File: config.mk
export PLATFORM = sky130hd
export DESIGN_NAME = serial_link_credit_endpoint
export DESIGN_NICKNAME = d
export VERILOG_FILES = /design/src/source/link_ctrl_pkg.sv /design/src/source/link_data_pkg.sv /design/src/source/credit_return_counter.sv /design/src/source/credit_tx_gate.sv /design/src/source/rx_credit_fifo.sv /design/src/source/serial_link_credit_endpoint.sv
export SDC_FILE = /design/constraint.sdc
export NUM_CORES = 1
export LEC_CHECK = 0
export CORE_MARGIN = 5
export CORE_UTILIZATION = 40
export CTS_CLUSTER_SIZE = 28
export DETAILED_ROUTE_END_ITERATION = 7
export DONT_BUFFER_PORTS = 1
export HOLD_SLACK_MARGIN = 0.12
export PLACE_DENSITY = 0.64
export SLEW_MARGIN = 40
export SYNTH_ARGS = -nofsm -noshare
export SYNTH_HDL_FRONTEND = slang
export SYNTH_SLANG_ARGS = --single-unit
File: constraint.sdc
create_clock -name clk_i -period 3.7 [get_ports clk_i]
set_input_delay 0.185 -clock clk_i [delete_from_list [all_inputs] [get_ports clk_i]]
set_output_delay 0.185 -clock clk_i [all_outputs]
set_load 0.02 [all_outputs]
File: src/source/link_ctrl_pkg.sv
/*
 * link control definitions
 * transmit packet mode and the default flow control constants
 */

package link_ctrl_pkg;

  // the transmitter either forwards local data or sends a credits-only packet
  typedef enum logic {
    TX_NORMAL    = 1'b0,
    TX_CRED_ONLY = 1'b1
  } tx_mode_e;

  // depth of the peer receive buffer, which is also the starting credit count
  parameter int DEF_NUM_CREDITS = 8;

  // owed credits at which a credits-only packet is forced out
  parameter int DEF_FORCE_THRESH = 4;

endpackage

File: src/source/link_data_pkg.sv
/*
 * link data types
 * widths of the payload word and of every credit count used across the
 * credit-based serial link endpoint
 */

package link_data_pkg;

  // width of one packet data word as it travels over the link
  parameter int DATA_WIDTH = 16;

  // a credit count must hold the full peer buffer depth
  // it must also hold the owed count plus whatever piles up in the shadow count
  parameter int CREDIT_WIDTH = 4;

  // one packet's data word
  typedef logic [DATA_WIDTH-1:0] payload_t;

  // any credit count, available, owed or shadowed
  typedef logic [CREDIT_WIDTH-1:0] credit_t;

endpackage

File: src/source/credit_return_counter.sv
/*
 * credit return counter
 * turns receive FIFO pops into credits owed back to the peer and keeps the
 * outgoing count stable while a packet waits on the link
 */

`timescale 1ns/1ps

module credit_return_counter
  import link_data_pkg::*;
(
  input  logic    clk_i,
  input  logic    rst_n_i,
  // one pulse per entry drained from the receive FIFO
  input  logic    pop_strobe_i,
  // an outgoing packet transfers on this cycle
  input  logic    send_fire_i,
  // an outgoing packet is offered but the link is not ready
  input  logic    send_stall_i,
  // credits carried on the current outgoing packet
  output credit_t owed_credits_o
);

  credit_t owed_q, owed_d;
  credit_t shadow_q, shadow_d;
  credit_t pop_inc;

  assign pop_inc = credit_t'(pop_strobe_i);

  ////////////////////////////////////////////////////////////////////////////
  // owed and shadow counts
  ////////////////////////////////////////////////////////////////////////////

  always_comb begin
    owed_d   = owed_q;
    shadow_d = shadow_q;
    if (send_fire_i) begin
      // the visible count has just left with the packet
      // what was gathered in the shadow during the wait now becomes visible
      owed_d   = shadow_q + pop_inc;
      shadow_d = '0;
    end else if (send_stall_i) begin
      // the outgoing field must not move while valid waits for ready
      // so pops are parked in the shadow count for now
      shadow_d = shadow_q + pop_inc;
    end else begin
      // no packet on the link, pops show up on the next cycle
      owed_d = owed_q + pop_inc;
    end
  end

  always_ff @(posedge clk_i or negedge rst_n_i) begin
    if (!rst_n_i) begin
      owed_q   <= '0;
      shadow_q <= '0;
    end else begin
      owed_q   <= owed_d;
      shadow_q <= shadow_d;
    end
  end

  // the visible count rides on every outgoing packet
  assign owed_credits_o = owed_q;

endmodule

File: src/source/credit_tx_gate.sv
/*
 * transmit credit gate
 * lets local data out toward the peer only while credits are available and
 * forces credits-only packets once too many credits are owed to the peer
 */

`timescale 1ns/1ps

module credit_tx_gate
  import link_data_pkg::*;
  import link_ctrl_pkg::*;
#(
  parameter int NumCredits  = DEF_NUM_CREDITS,
  parameter int ForceThresh = DEF_FORCE_THRESH
) (
  input  logic     clk_i,
  input  logic     rst_n_i,
  // local transmit stream
  input  logic     tx_valid_i,
  input  payload_t tx_data_i,
  output logic     tx_ready_o,
  // outgoing link handshake and packet fields
  output logic     link_valid_o,
  output payload_t link_data_o,
  output logic     link_cred_only_o,
  input  logic     link_ready_i,
  // credits returned by the peer on the incoming link
  input  logic     rx_credit_valid_i,
  input  credit_t  rx_credits_i,
  // credits owed to the peer, as carried on the current packet
  input  credit_t  owed_credits_i,
  // transfer pulse and stall level for the return counter
  output logic     send_fire_o,
  output logic     send_stall_o
);

  // every packet costs one credit, data or credits-only alike
  localparam credit_t PktCost = credit_t'(1);

  credit_t  avail_q, avail_d;
  tx_mode_e mode_q, mode_d;
  logic     cred_only;
  logic     can_send;
  logic     force_cred;
  logic     send_fire;

  assign cred_only = (mode_q == TX_CRED_ONLY);

  ////////////////////////////////////////////////////////////////////////////
  // packet gating
  ////////////////////////////////////////////////////////////////////////////

  // the last credit is only spent when credits also travel back with it
  // otherwise both ends could sit on zero credits with everything in flight
  assign can_send = (avail_q > PktCost) ||
                    ((avail_q == PktCost) && (owed_credits_i != '0));

  // a packet goes out for waiting local data or for a pending credits-only packet
  assign link_valid_o = can_send & (tx_valid_i | cred_only);

  // credits-only packets carry no payload so the data field is tied to zero
  assign link_data_o      = cred_only ? '0 : tx_data_i;
  assign link_cred_only_o = cred_only;

  // local data is only consumed by a data packet that actually transfers
  assign tx_ready_o = link_ready_i & link_valid_o & ~cred_only;

  assign send_fire    = link_valid_o & link_ready_i;
  assign send_fire_o  = send_fire;
  assign send_stall_o = link_valid_o & ~link_ready_i;

  ////////////////////////////////////////////////////////////////////////////
  // packet mode
  ////////////////////////////////////////////////////////////////////////////

  assign force_cred = (owed_credits_i >= credit_t'(ForceThresh));

  always_comb begin
    mode_d = mode_q;
    // switch only while nothing is offered on the link
    // changing the mode under a raised valid would alter the packet in flight
    if (force_cred && !link_valid_o && !(tx_valid_i && can_send)) begin
      mode_d = TX_CRED_ONLY;
    end else if (send_fire) begin
      // any transfer carries the owed credits away, so normal data resumes
      mode_d = TX_NORMAL;
    end
  end

  ////////////////////////////////////////////////////////////////////////////
  // available credit counter
  ////////////////////////////////////////////////////////////////////////////

  always_comb begin
    avail_d = avail_q;
    // credits come back from the peer on every incoming strobe
    if (rx_credit_valid_i) begin
      avail_d = avail_d + rx_credits_i;
    end
    // each outgoing packet takes one slot in the peer buffer
    if (send_fire) begin
      avail_d = avail_d - PktCost;
    end
  end

  always_ff @(posedge clk_i or negedge rst_n_i) begin
    if (!rst_n_i) begin
      // the peer buffer starts out empty, so every credit is ours
      avail_q <= credit_t'(NumCredits);
      mode_q  <= TX_NORMAL;
    end else begin
      avail_q <= avail_d;
      mode_q  <= mode_d;
    end
  end

endmodule

File: src/source/rx_credit_fifo.sv
/*
 * receive FIFO
 * circular buffer as deep as the credit count that holds payloads from the
 * peer and reports every entry drained by the local sink
 */

`timescale 1ns/1ps

module rx_credit_fifo
  import link_data_pkg::*;
#(
  parameter int NumCredits = 8
) (
  input  logic     clk_i,
  input  logic     rst_n_i,
  // write side, fed straight from the incoming link
  input  logic     push_i,
  input  payload_t push_data_i,
  // read side toward the local sink
  output logic     rx_valid_o,
  output payload_t rx_data_o,
  input  logic     rx_ready_i,
  // one pulse per drained entry, later returned to the peer as a credit
  output logic     pop_strobe_o
);

  // pointers need at least one bit even for a single-entry buffer
  localparam int PtrWidth = (NumCredits > 1) ? $clog2(NumCredits) : 1;
  localparam int CntWidth = $clog2(NumCredits + 1);

  payload_t              mem [NumCredits];
  logic [PtrWidth-1:0]   wr_ptr_q;
  logic [PtrWidth-1:0]   rd_ptr_q;
  logic [CntWidth-1:0]   count_q;
  logic                  full;
  logic                  push_ok;
  logic                  pop;

  assign full = (count_q == CntWidth'(NumCredits));

  // a peer that respects credits never hits a full buffer
  // a push that does arrive then is simply lost
  assign push_ok = push_i & ~full;

  assign rx_valid_o   = (count_q != '0);
  assign rx_data_o    = mem[rd_ptr_q];
  assign pop          = rx_valid_o & rx_ready_i;
  assign pop_strobe_o = pop;

  // storage holds payload only and needs no reset
  always_ff @(posedge clk_i) begin
    if (push_ok) begin
      mem[wr_ptr_q] <= push_data_i;
    end
  end

  always_ff @(posedge clk_i or negedge rst_n_i) begin
    if (!rst_n_i) begin
      wr_ptr_q <= '0;
      rd_ptr_q <= '0;
      count_q  <= '0;
    end else begin
      // pointers wrap explicitly since the depth need not be a power of two
      if (push_ok) begin
        wr_ptr_q <= (wr_ptr_q == PtrWidth'(NumCredits - 1)) ? '0 : wr_ptr_q + 1'b1;
      end
      if (pop) begin
        rd_ptr_q <= (rd_ptr_q == PtrWidth'(NumCredits - 1)) ? '0 : rd_ptr_q + 1'b1;
      end
      // simultaneous push and pop leave the fill level unchanged
      count_q <= count_q + CntWidth'(push_ok) - CntWidth'(pop);
    end
  end

endmodule

File: src/source/serial_link_credit_endpoint.sv
/*
 * credit-based serial link endpoint
 * one end of the link with a credit gated transmitter, a receive FIFO and
 * the counter that returns drained entries to the peer as credits
 */

`timescale 1ns/1ps

module serial_link_credit_endpoint
  import link_data_pkg::*;
  import link_ctrl_pkg::*;
#(
  parameter int NumCredits  = DEF_NUM_CREDITS,
  parameter int ForceThresh = DEF_FORCE_THRESH
) (
  input  logic     clk_i,
  input  logic     rst_n_i,
  // local transmit stream
  input  logic     tx_valid_i,
  input  payload_t tx_data_i,
  output logic     tx_ready_o,
  // outgoing link toward the peer
  output logic     link_valid_o,
  output payload_t link_data_o,
  output credit_t  link_credits_o,
  output logic     link_cred_only_o,
  input  logic     link_ready_i,
  // incoming link from the peer, a strobe without back-pressure
  input  logic     link_valid_i,
  input  logic     link_cred_only_i,
  input  payload_t link_data_i,
  input  credit_t  link_credits_i,
  // local receive stream
  output logic     rx_valid_o,
  output payload_t rx_data_o,
  input  logic     rx_ready_i
);

  logic    send_fire;
  logic    send_stall;
  logic    pop_strobe;
  logic    fifo_push;
  credit_t owed_credits;

  // credits-only packets carry no payload and never occupy a FIFO slot
  assign fifo_push = link_valid_i & ~link_cred_only_i;

  // the owed count is exactly what goes out on the link
  assign link_credits_o = owed_credits;

  ////////////////////////////////////////////////////////////////////////////
  // transmit side
  ////////////////////////////////////////////////////////////////////////////

  credit_tx_gate #(
    .NumCredits  (NumCredits),
    .ForceThresh (ForceThresh)
  ) u_credit_tx_gate (
    .clk_i             (clk_i),
    .rst_n_i           (rst_n_i),
    .tx_valid_i        (tx_valid_i),
    .tx_data_i         (tx_data_i),
    .tx_ready_o        (tx_ready_o),
    .link_valid_o      (link_valid_o),
    .link_data_o       (link_data_o),
    .link_cred_only_o  (link_cred_only_o),
    .link_ready_i      (link_ready_i),
    .rx_credit_valid_i (link_valid_i),
    .rx_credits_i      (link_credits_i),
    .owed_credits_i    (owed_credits),
    .send_fire_o       (send_fire),
    .send_stall_o      (send_stall)
  );

  ////////////////////////////////////////////////////////////////////////////
  // receive side
  ////////////////////////////////////////////////////////////////////////////

  // the buffer is sized so that every credit handed to the peer has a slot
  rx_credit_fifo #(
    .NumCredits (NumCredits)
  ) u_rx_credit_fifo (
    .clk_i        (clk_i),
    .rst_n_i      (rst_n_i),
    .push_i       (fifo_push),
    .push_data_i  (link_data_i),
    .rx_valid_o   (rx_valid_o),
    .rx_data_o    (rx_data_o),
    .rx_ready_i   (rx_ready_i),
    .pop_strobe_o (pop_strobe)
  );

  credit_return_counter u_credit_return_counter (
    .clk_i          (clk_i),
    .rst_n_i        (rst_n_i),
    .pop_strobe_i   (pop_strobe),
    .send_fire_i    (send_fire),
    .send_stall_i   (send_stall),
    .owed_credits_o (owed_credits)
  );

endmodule

==> results.py, run 1 <==
metrics = {
    "finish": {
        "nets": 462,
        "fillers": 1385,
        "regArea_mm2": 0.00442,
        "antennaDiodeCount": 0,
        "syn2layout_area_growth_pct": 17.0,
        "drive_above_1_share_pct": 19.2,
        "multi_input_area_mm2": 0.00204,
    },
    "drt": {
        "vias": 3295,
        "wl_um": 12100,
        "vias_per_cell": 5.21,
        "drc": 0,
        "first_pass_iters": 4,
        "ant_nets": 0,
        "wl_per_cell_um": 19.1,
        "drtIter0Drc": 138,
    },
    "clock_network": {
        "cts_tree": "done",
        "clockRootBuffer": "clkbuf_16",
        "cts.sink_count": 151,
        "insertion_delay_ns": 0.42,
        "ctsResizeCount": 0,
        "clock_path_buffers": 2,
        "post_cts_buffers": 0,
        "cts_max_level": 4,
        "clk_pin_slew_ns": 0.06,
        "cts_made_buffers": 17,
    },
    "worst_setup_path": {
        "crit_fanout": 13,
        "cp_top_family": "multiplexers",
        "crit_arrival_ns": 2.49,
        "cp_cell_sequence": "buf_4 -> mux4_1 -> mux2_2",
        "slowest_delay_ns": 0.76,
        "crit_slowest_cell": "dfrtp_1",
        "cp_num_buf_inv": 1,
        "startpoint_type": "flip-flop",
        "end_kind": "output port",
        "criticalPathCategory": "reg -> out",
        "required_ns": 3.51,
    },
    "timing": {
        "fin_setup_tns_ns": 0,
        "setup_ws_ns": 1.02,
        "maxSlewViolCount": 0,
        "final.period_utilization_pct": 72.3,
        "period_needed_ns": 2.68,
        "hold_violations": 0,
        "worst_pin_slew_ns": 0.707,
        "rsz0062_at_grt": "false",
        "clock_skew_ns": 0.00889,
        "fmax_ghz": 0.374,
        "maxSlewHeadroom_pct": 52.9,
        "final-setup-viol-count": 0,
    },
    "synth": {
        "yosysTopAreaCellShare_pct": 58.1,
        "synth.area.top_cells": "edfxtp_1 58%, mux4_1 12%, dfrtp_1 8.3%",
        "yosys.cell_types.count": 43,
        "syn_area_mm2": 0.00661,
        "ys_seq_area_share_pct": 66.9,
        "yosysTopAreaCell": "edfxtp_1",
        "syn_avg_cell_area_um2": 18.3,
        "synth_edf_count": 128,
        "yosysWarnings": 0,
        "synth_nets": 424,
        "ys_seq_elements": 151,
        "async_reset_ff_share_pct": 15.2,
        "ys.flop_type": "edfxtp_1",
        "syn-instance-count": 361,
    },
    "placed_design": {
        "place_ws_ns": 1.23,
        "io_buffer_count": 0,
        "place_congestion": 0.726,
        "dpl.hpwl_um": 7820,
    },
    "floorplan": {
        "die-area_mm2": 0.0192,
        "coreArea_mm2": 0.0164,
        "rows": 47,
        "fp.dieH_um": 139,
        "initial_core_util_pct": 40.3,
        "pin_count": 83,
        "die_w_um": 139,
    },
    "global_routing": {
        "grt_max_degree": 24,
        "grt_pass1_wl_um": 19100,
        "grt_usage_pct": 12.9,
        "first_global_vias": 3424,
        "antenna_found_initial": 0,
        "grt-ovfl-total": 0,
    },
    "power": {
        "ir_drop_mv": 0.375,
        "p_leak_nw": 2.77,
        "p_per_area_mw_per_mm2": 767,
    },
    "run": {
        "drv_cap": 0,
    },
    "hold_path": {
        "holdCritPathClass": "in -> reg",
    },
    "outcome": {
        "status": "complete, no violations",
    },
}
[registers in the layout, indices dropped and copies added, names as in the netlist]
name and flops:
u_rx_credit_fifo.rd_ptr_q 3, u_credit_return_counter.owed_credits_o 4, u_rx_credit_fifo.count_q 4, u_credit_tx_gate.link_cred_only_o 1, u_credit_tx_gate.avail_q 4, u_rx_credit_fifo.wr_ptr_q 3, u_credit_return_counter.shadow_q 4, u_rx_credit_fifo.mem 128
[synth_stat cells, types with 2 or more instances]
cell      number
mux2_2        20
mux4_2         3
dfrtp_1       22
mux2i_1        7
fa_1           2
nand2_1       11
inv_1         16
nor3_1         5
o21ai_0        4
nand2b_1       4
edfxtp_1     128
nand3b_1       5
mux4_1        29
a211oi_2       2
nand3_1        2
clkbuf_1       7
nor2_1        15
nor2b_1       20
buf_6          3
a31o_2         3
xnor2_1        4
ha_1          18
xor2_1         2
a21oi_1        9
nand4_1        2
[report_power, final]
part | internal (W) | total [W] | switching (W) | leakage, nW
Sequential | 0.00208 | 0.00241 | 0.000323 | 1.43
Combinational | 0.000804 | 0.00175 | 0.000949 | 1.04
Clock | 0.00108 | 0.00177 | 0.000693 | 0.294
[metrics by stage]
step / total power, W / hold WS (ns) / cell area (µm²) / util [%] / std cells
3_5_place_dp: 0.00417 / -0.110 / 6880 / 41.9 / 577
2_1_floorplan: 0.00385 / -0.111 / 6610 / - / 361
3_3_place_gp: 0.00412 / -0.110 / 6870 / 41.9 / 577
5_1_grt: 0.00627 / 0.183 / 7730 / 47.1 / 632
6_report: 0.00593 / 0.182 / 7730 / 47.1 / 632
4_1_cts: 0.00602 / 0.163 / 7730 / 47.1 / 632
[cell usage in the layout (no fill, tap or decap), types with 2 or more instances in the layout]
cell	n
buf_4	11
bufinv_16	3
mux2_2	20
mux4_2	3
dfrtp_1	21
clkbuf_16	17
xor2_1	2
nor2b_1	20
nand2b_1	4
nor3_1	3
clkinvlp_4	3
dlygate4sd3_1	22
ha_1	18
inv_6	4
nor3_2	2
a31o_2	3
nand3_1	2
mux4_1	29
edfxtp_1	128
inv_1	16
xnor2_1	4
a211oi_2	2
mux2i_1	7
fa_1	2
inv_8	3
nor2_1	15
nand4_1	2
nand2_1	11
nand3b_1	5
a21oi_1	9
o21ai_0	4
[per-layer routing]
metal / GRT usage (%) / vias to the layer above / part of all wire [%]
met5: 0 / - / 0
met4: 5.82 / 0 / 2.1
met3: 3.34 / 17 / 3.2
met2: 20.9 / 46 / 50
met1: 16.6 / 1717 / 45
li1: - / 1515 / -
[final cells by class]
| class | instances | share of cell area, % |
|---|---|---|
| clock buffers | 18 | 5.55 |
| repair buffers | 34 | 4.17 |
| clock inverters | 14 | 2.41 |
| inverters | 16 | 0.777 |
| flip-flops and latches | 151 | 57.2 |
| well taps | 220 | 3.56 |
| multi-input cells | 179 | 26.4 |
[worst min-delay path, delay by kind of cell]
kind / cells / cell delay, ns
xor gates and xnor gates: 1 / 0.15
adders and majority gates: 1 / 0.10
muxes: 1 / 0.12
[path summary, 6_finish.rpt]
| check | to | startpoint | depth (start not counted) | slack (ns) |
|---|---|---|---|---|
| max in group asynchronous | u_credit_tx_gate.avail_q[3] | rst_n_i | 2 | 3.26 |
| max | rx_data_o[12] | u_rx_credit_fifo.rd_ptr_q[0] | 3 | 1.02 |
| min | u_credit_tx_gate.avail_q[0] | link_credits_i[0] | 3 | 0.18 |
| min in group asynchronous | u_credit_tx_gate.avail_q[0] | rst_n_i | 2 | 0.22 |
| max reg2reg | u_credit_tx_gate.avail_q[3] | u_credit_tx_gate.link_cred_only_o | 5 | 1.15 |
| min reg2reg | u_credit_return_counter.shadow_q[3] | u_credit_return_counter.shadow_q[3] | 2 | 0.56 |
[cells by family (layout without fill, tap and decap cells)]
family / count (synthesis) / after routing / synth area share, %
compound gates: 27 / 27 / 3.37
xor+xnor: 6 / 6 / 0.795
fa+ha+maj: 20 / 20 / 4.01
buf+inv: 31 / 82 / 2.56
flops: 151 / 151 / 66.9
mux: 59 / 59 / 17.0
simple gates: 67 / 67 / 5.38
[timing repair]
| item | CTS | global route |
|---|---|---|
| endpoints found under the setup margin | 0 | 0 |
| endpoints found under the hold margin | 171 | 0 |
| hold buffers | 23 | 0 |
No activity file was read; power rests on OpenSTA's default activity.
==> run 2, diff against run 1 <==
Settings changed: PLACE_DENSITY 0.64 to 0.66.
Clock period 3.7 ns to 2.4 ns, I/O delays scaled along.
==> results.py, run 2 (synthesis results as in run 1) <==
metrics = {
    "timing": {
        "final-setup-viol-count": 0,
        "worst_pin_slew_ns": 0.754,
        "clock_skew_ns": 0.0227,
        "period_needed_ns": 2.26,
        "hold_violations": 0,
        "fmax_ghz": 0.442,
        "maxSlewHeadroom_pct": 49.7,
        "whs_ns": 0.147,
        "final.period_utilization_pct": 94.2,
        "maxSlewViolCount": 0,
        "rsz0062_at_grt": "false",
        "fin_setup_tns_ns": 0,
    },
    "global_routing": {
        "first_global_vias": 3641,
        "grt_usage_pct": 13.4,
        "antenna_found_initial": 0,
        "grt-ovfl-total": 0,
        "grt_max_degree": 36,
        "grt_pass1_wl_um": 19800,
    },
    "floorplan": {
        "rows": 47,
        "coreArea_mm2": 0.0164,
        "fp.dieH_um": 139,
        "die-area_mm2": 0.0192,
        "die_w_um": 139,
        "initial_core_util_pct": 40.3,
        "pin_count": 83,
    },
    "clock_network": {
        "cts_made_buffers": 17,
        "cts.sink_count": 151,
        "clock_path_buffers": 2,
        "clk_pin_slew_ns": 0.06,
        "insertion_delay_ns": 0.42,
        "post_cts_buffers": 0,
        "cts_max_level": 4,
        "clockRootBuffer": "clkbuf_16",
        "cts_tree": "done",
    },
    "finish": {
        "antennaDiodeCount": 0,
        "nets": 477,
        "largest_register_ff_count": 128,
        "final_cells": 645,
        "syn2layout_area_growth_pct": 18.0,
        "largest-register": "u_rx_credit_fifo.mem",
        "fillers": 1349,
        "mostFrequentLayoutCell": "edfxtp_1",
        "drive_above_1_share_pct": 20.7,
        "mostFrequentLayoutCells": "128 x edfxtp_1, 29 x mux4_1, 25 x dlygate4sd3_1, 22 x buf_4, 22 x dfrtp_1",
    },
    "drt": {
        "vias": 3354,
        "drtIter0Drc": 193,
        "ant_nets": 0,
        "wl_per_cell_um": 19.1,
        "first_pass_iters": 4,
        "vias_per_cell": 5.20,
        "drc": 0,
        "wl_um": 12400,
    },
    "placed_design": {
        "io_buffer_count": 0,
        "dpl.hpwl_um": 7910,
        "dp_cells": 589,
        "place_congestion": 0.735,
    },
    "worst_setup_path": {
        "required_ns": 2.28,
        "crit_arrival_ns": 2.14,
        "crit_fanout": 7,
        "criticalPathCategory": "reg -> out",
        "startpoint_type": "flip-flop",
        "end_kind": "output port",
    },
    "power": {
        "total_power_w": 0.00901,
        "ir_drop_mv": 0.548,
        "p_per_area_mw_per_mm2": 1160,
        "p_leak_nw": 2.83,
    },
    "outcome": {
        "status": "complete, no violations",
    },
    "run": {
        "drv_cap": 0,
    },
    "hold_path": {
        "holdCritPathClass": "in -> reg",
    },
}
[run 2: metal layers]
layer	share of wire [%]	vias to the layer above	GRT usage, %
li1	-	1538	-
met1	43	1711	16.7
met2	51	94	21.9
met3	4.8	11	4.52
met4	1.1	0	4.68
met5	0	-	0
[run 2: worst max-delay path: stages (launching register included)]
cell and delay [ns]:
dfrtp_1 0.59, o41ai_4 0.14, a211oi_2 0.56, nor2b_1 0.44
[run 2: where the power goes]
group          internal (W)  total [W]  switching (W)
combinational       0.00130    0.00297        0.00167
sequential          0.00321    0.00353       0.000313
clock               0.00152    0.00251       0.000994
[run 2: path summary, 6_finish.rpt]
path	from	end	slack, ns	depth (start not counted)
max	u_credit_return_counter.owed_credits_o[3]	tx_ready_o	0.14	3
min	link_valid_i	u_rx_credit_fifo.wr_ptr_q[1]	0.15	3
min reg2reg	u_rx_credit_fifo.rd_ptr_q[1]	u_rx_credit_fifo.rd_ptr_q[1]	0.55	1
max in group asynchronous	rst_n_i	u_rx_credit_fifo.wr_ptr_q[2]	0.42	4
min in group asynchronous	rst_n_i	u_rx_credit_fifo.wr_ptr_q[0]	0.69	3
max reg2reg	u_rx_credit_fifo.count_q[1]	u_rx_credit_fifo.count_q[2]	0.24	10
[run 2: cell type report]
type | instances | area (µm²) | share of cell area, %
Inverter | 16 | 60.1 | 0.770
Clock inverter | 12 | 126 | 1.62
Clock buffer | 18 | 429 | 5.50
Timing Repair Buffer | 49 | 455 | 5.84
Sequential cell | 151 | 4420 | 56.7
Tap cell | 220 | 275 | 3.53
Multi-Input combinational cell | 179 | 2030 | 26.1
[run 2: repair_timing]
item	in CTS	in global routing
hold buffers	26	0
setup endpoints to repair	0	1
endpoints found under the hold margin	171	0
gates resized for setup	0	1
[run 2: through the flow]
| stage | utilization, % | cell area (µm²) | setup WS (ns) |
|---|---|---|---|
| final | 47.5 | 7800 | 0.138 |
| after global routing | 47.5 | 7800 | 0.0350 |
| after CTS | 47.5 | 7800 | 0.114 |
| after detailed placement | 42.5 | 6970 | 0.140 |
| after global placement | 42.5 | 6970 | 0.254 |
| after floorplan | - | 6620 | 0.209 |
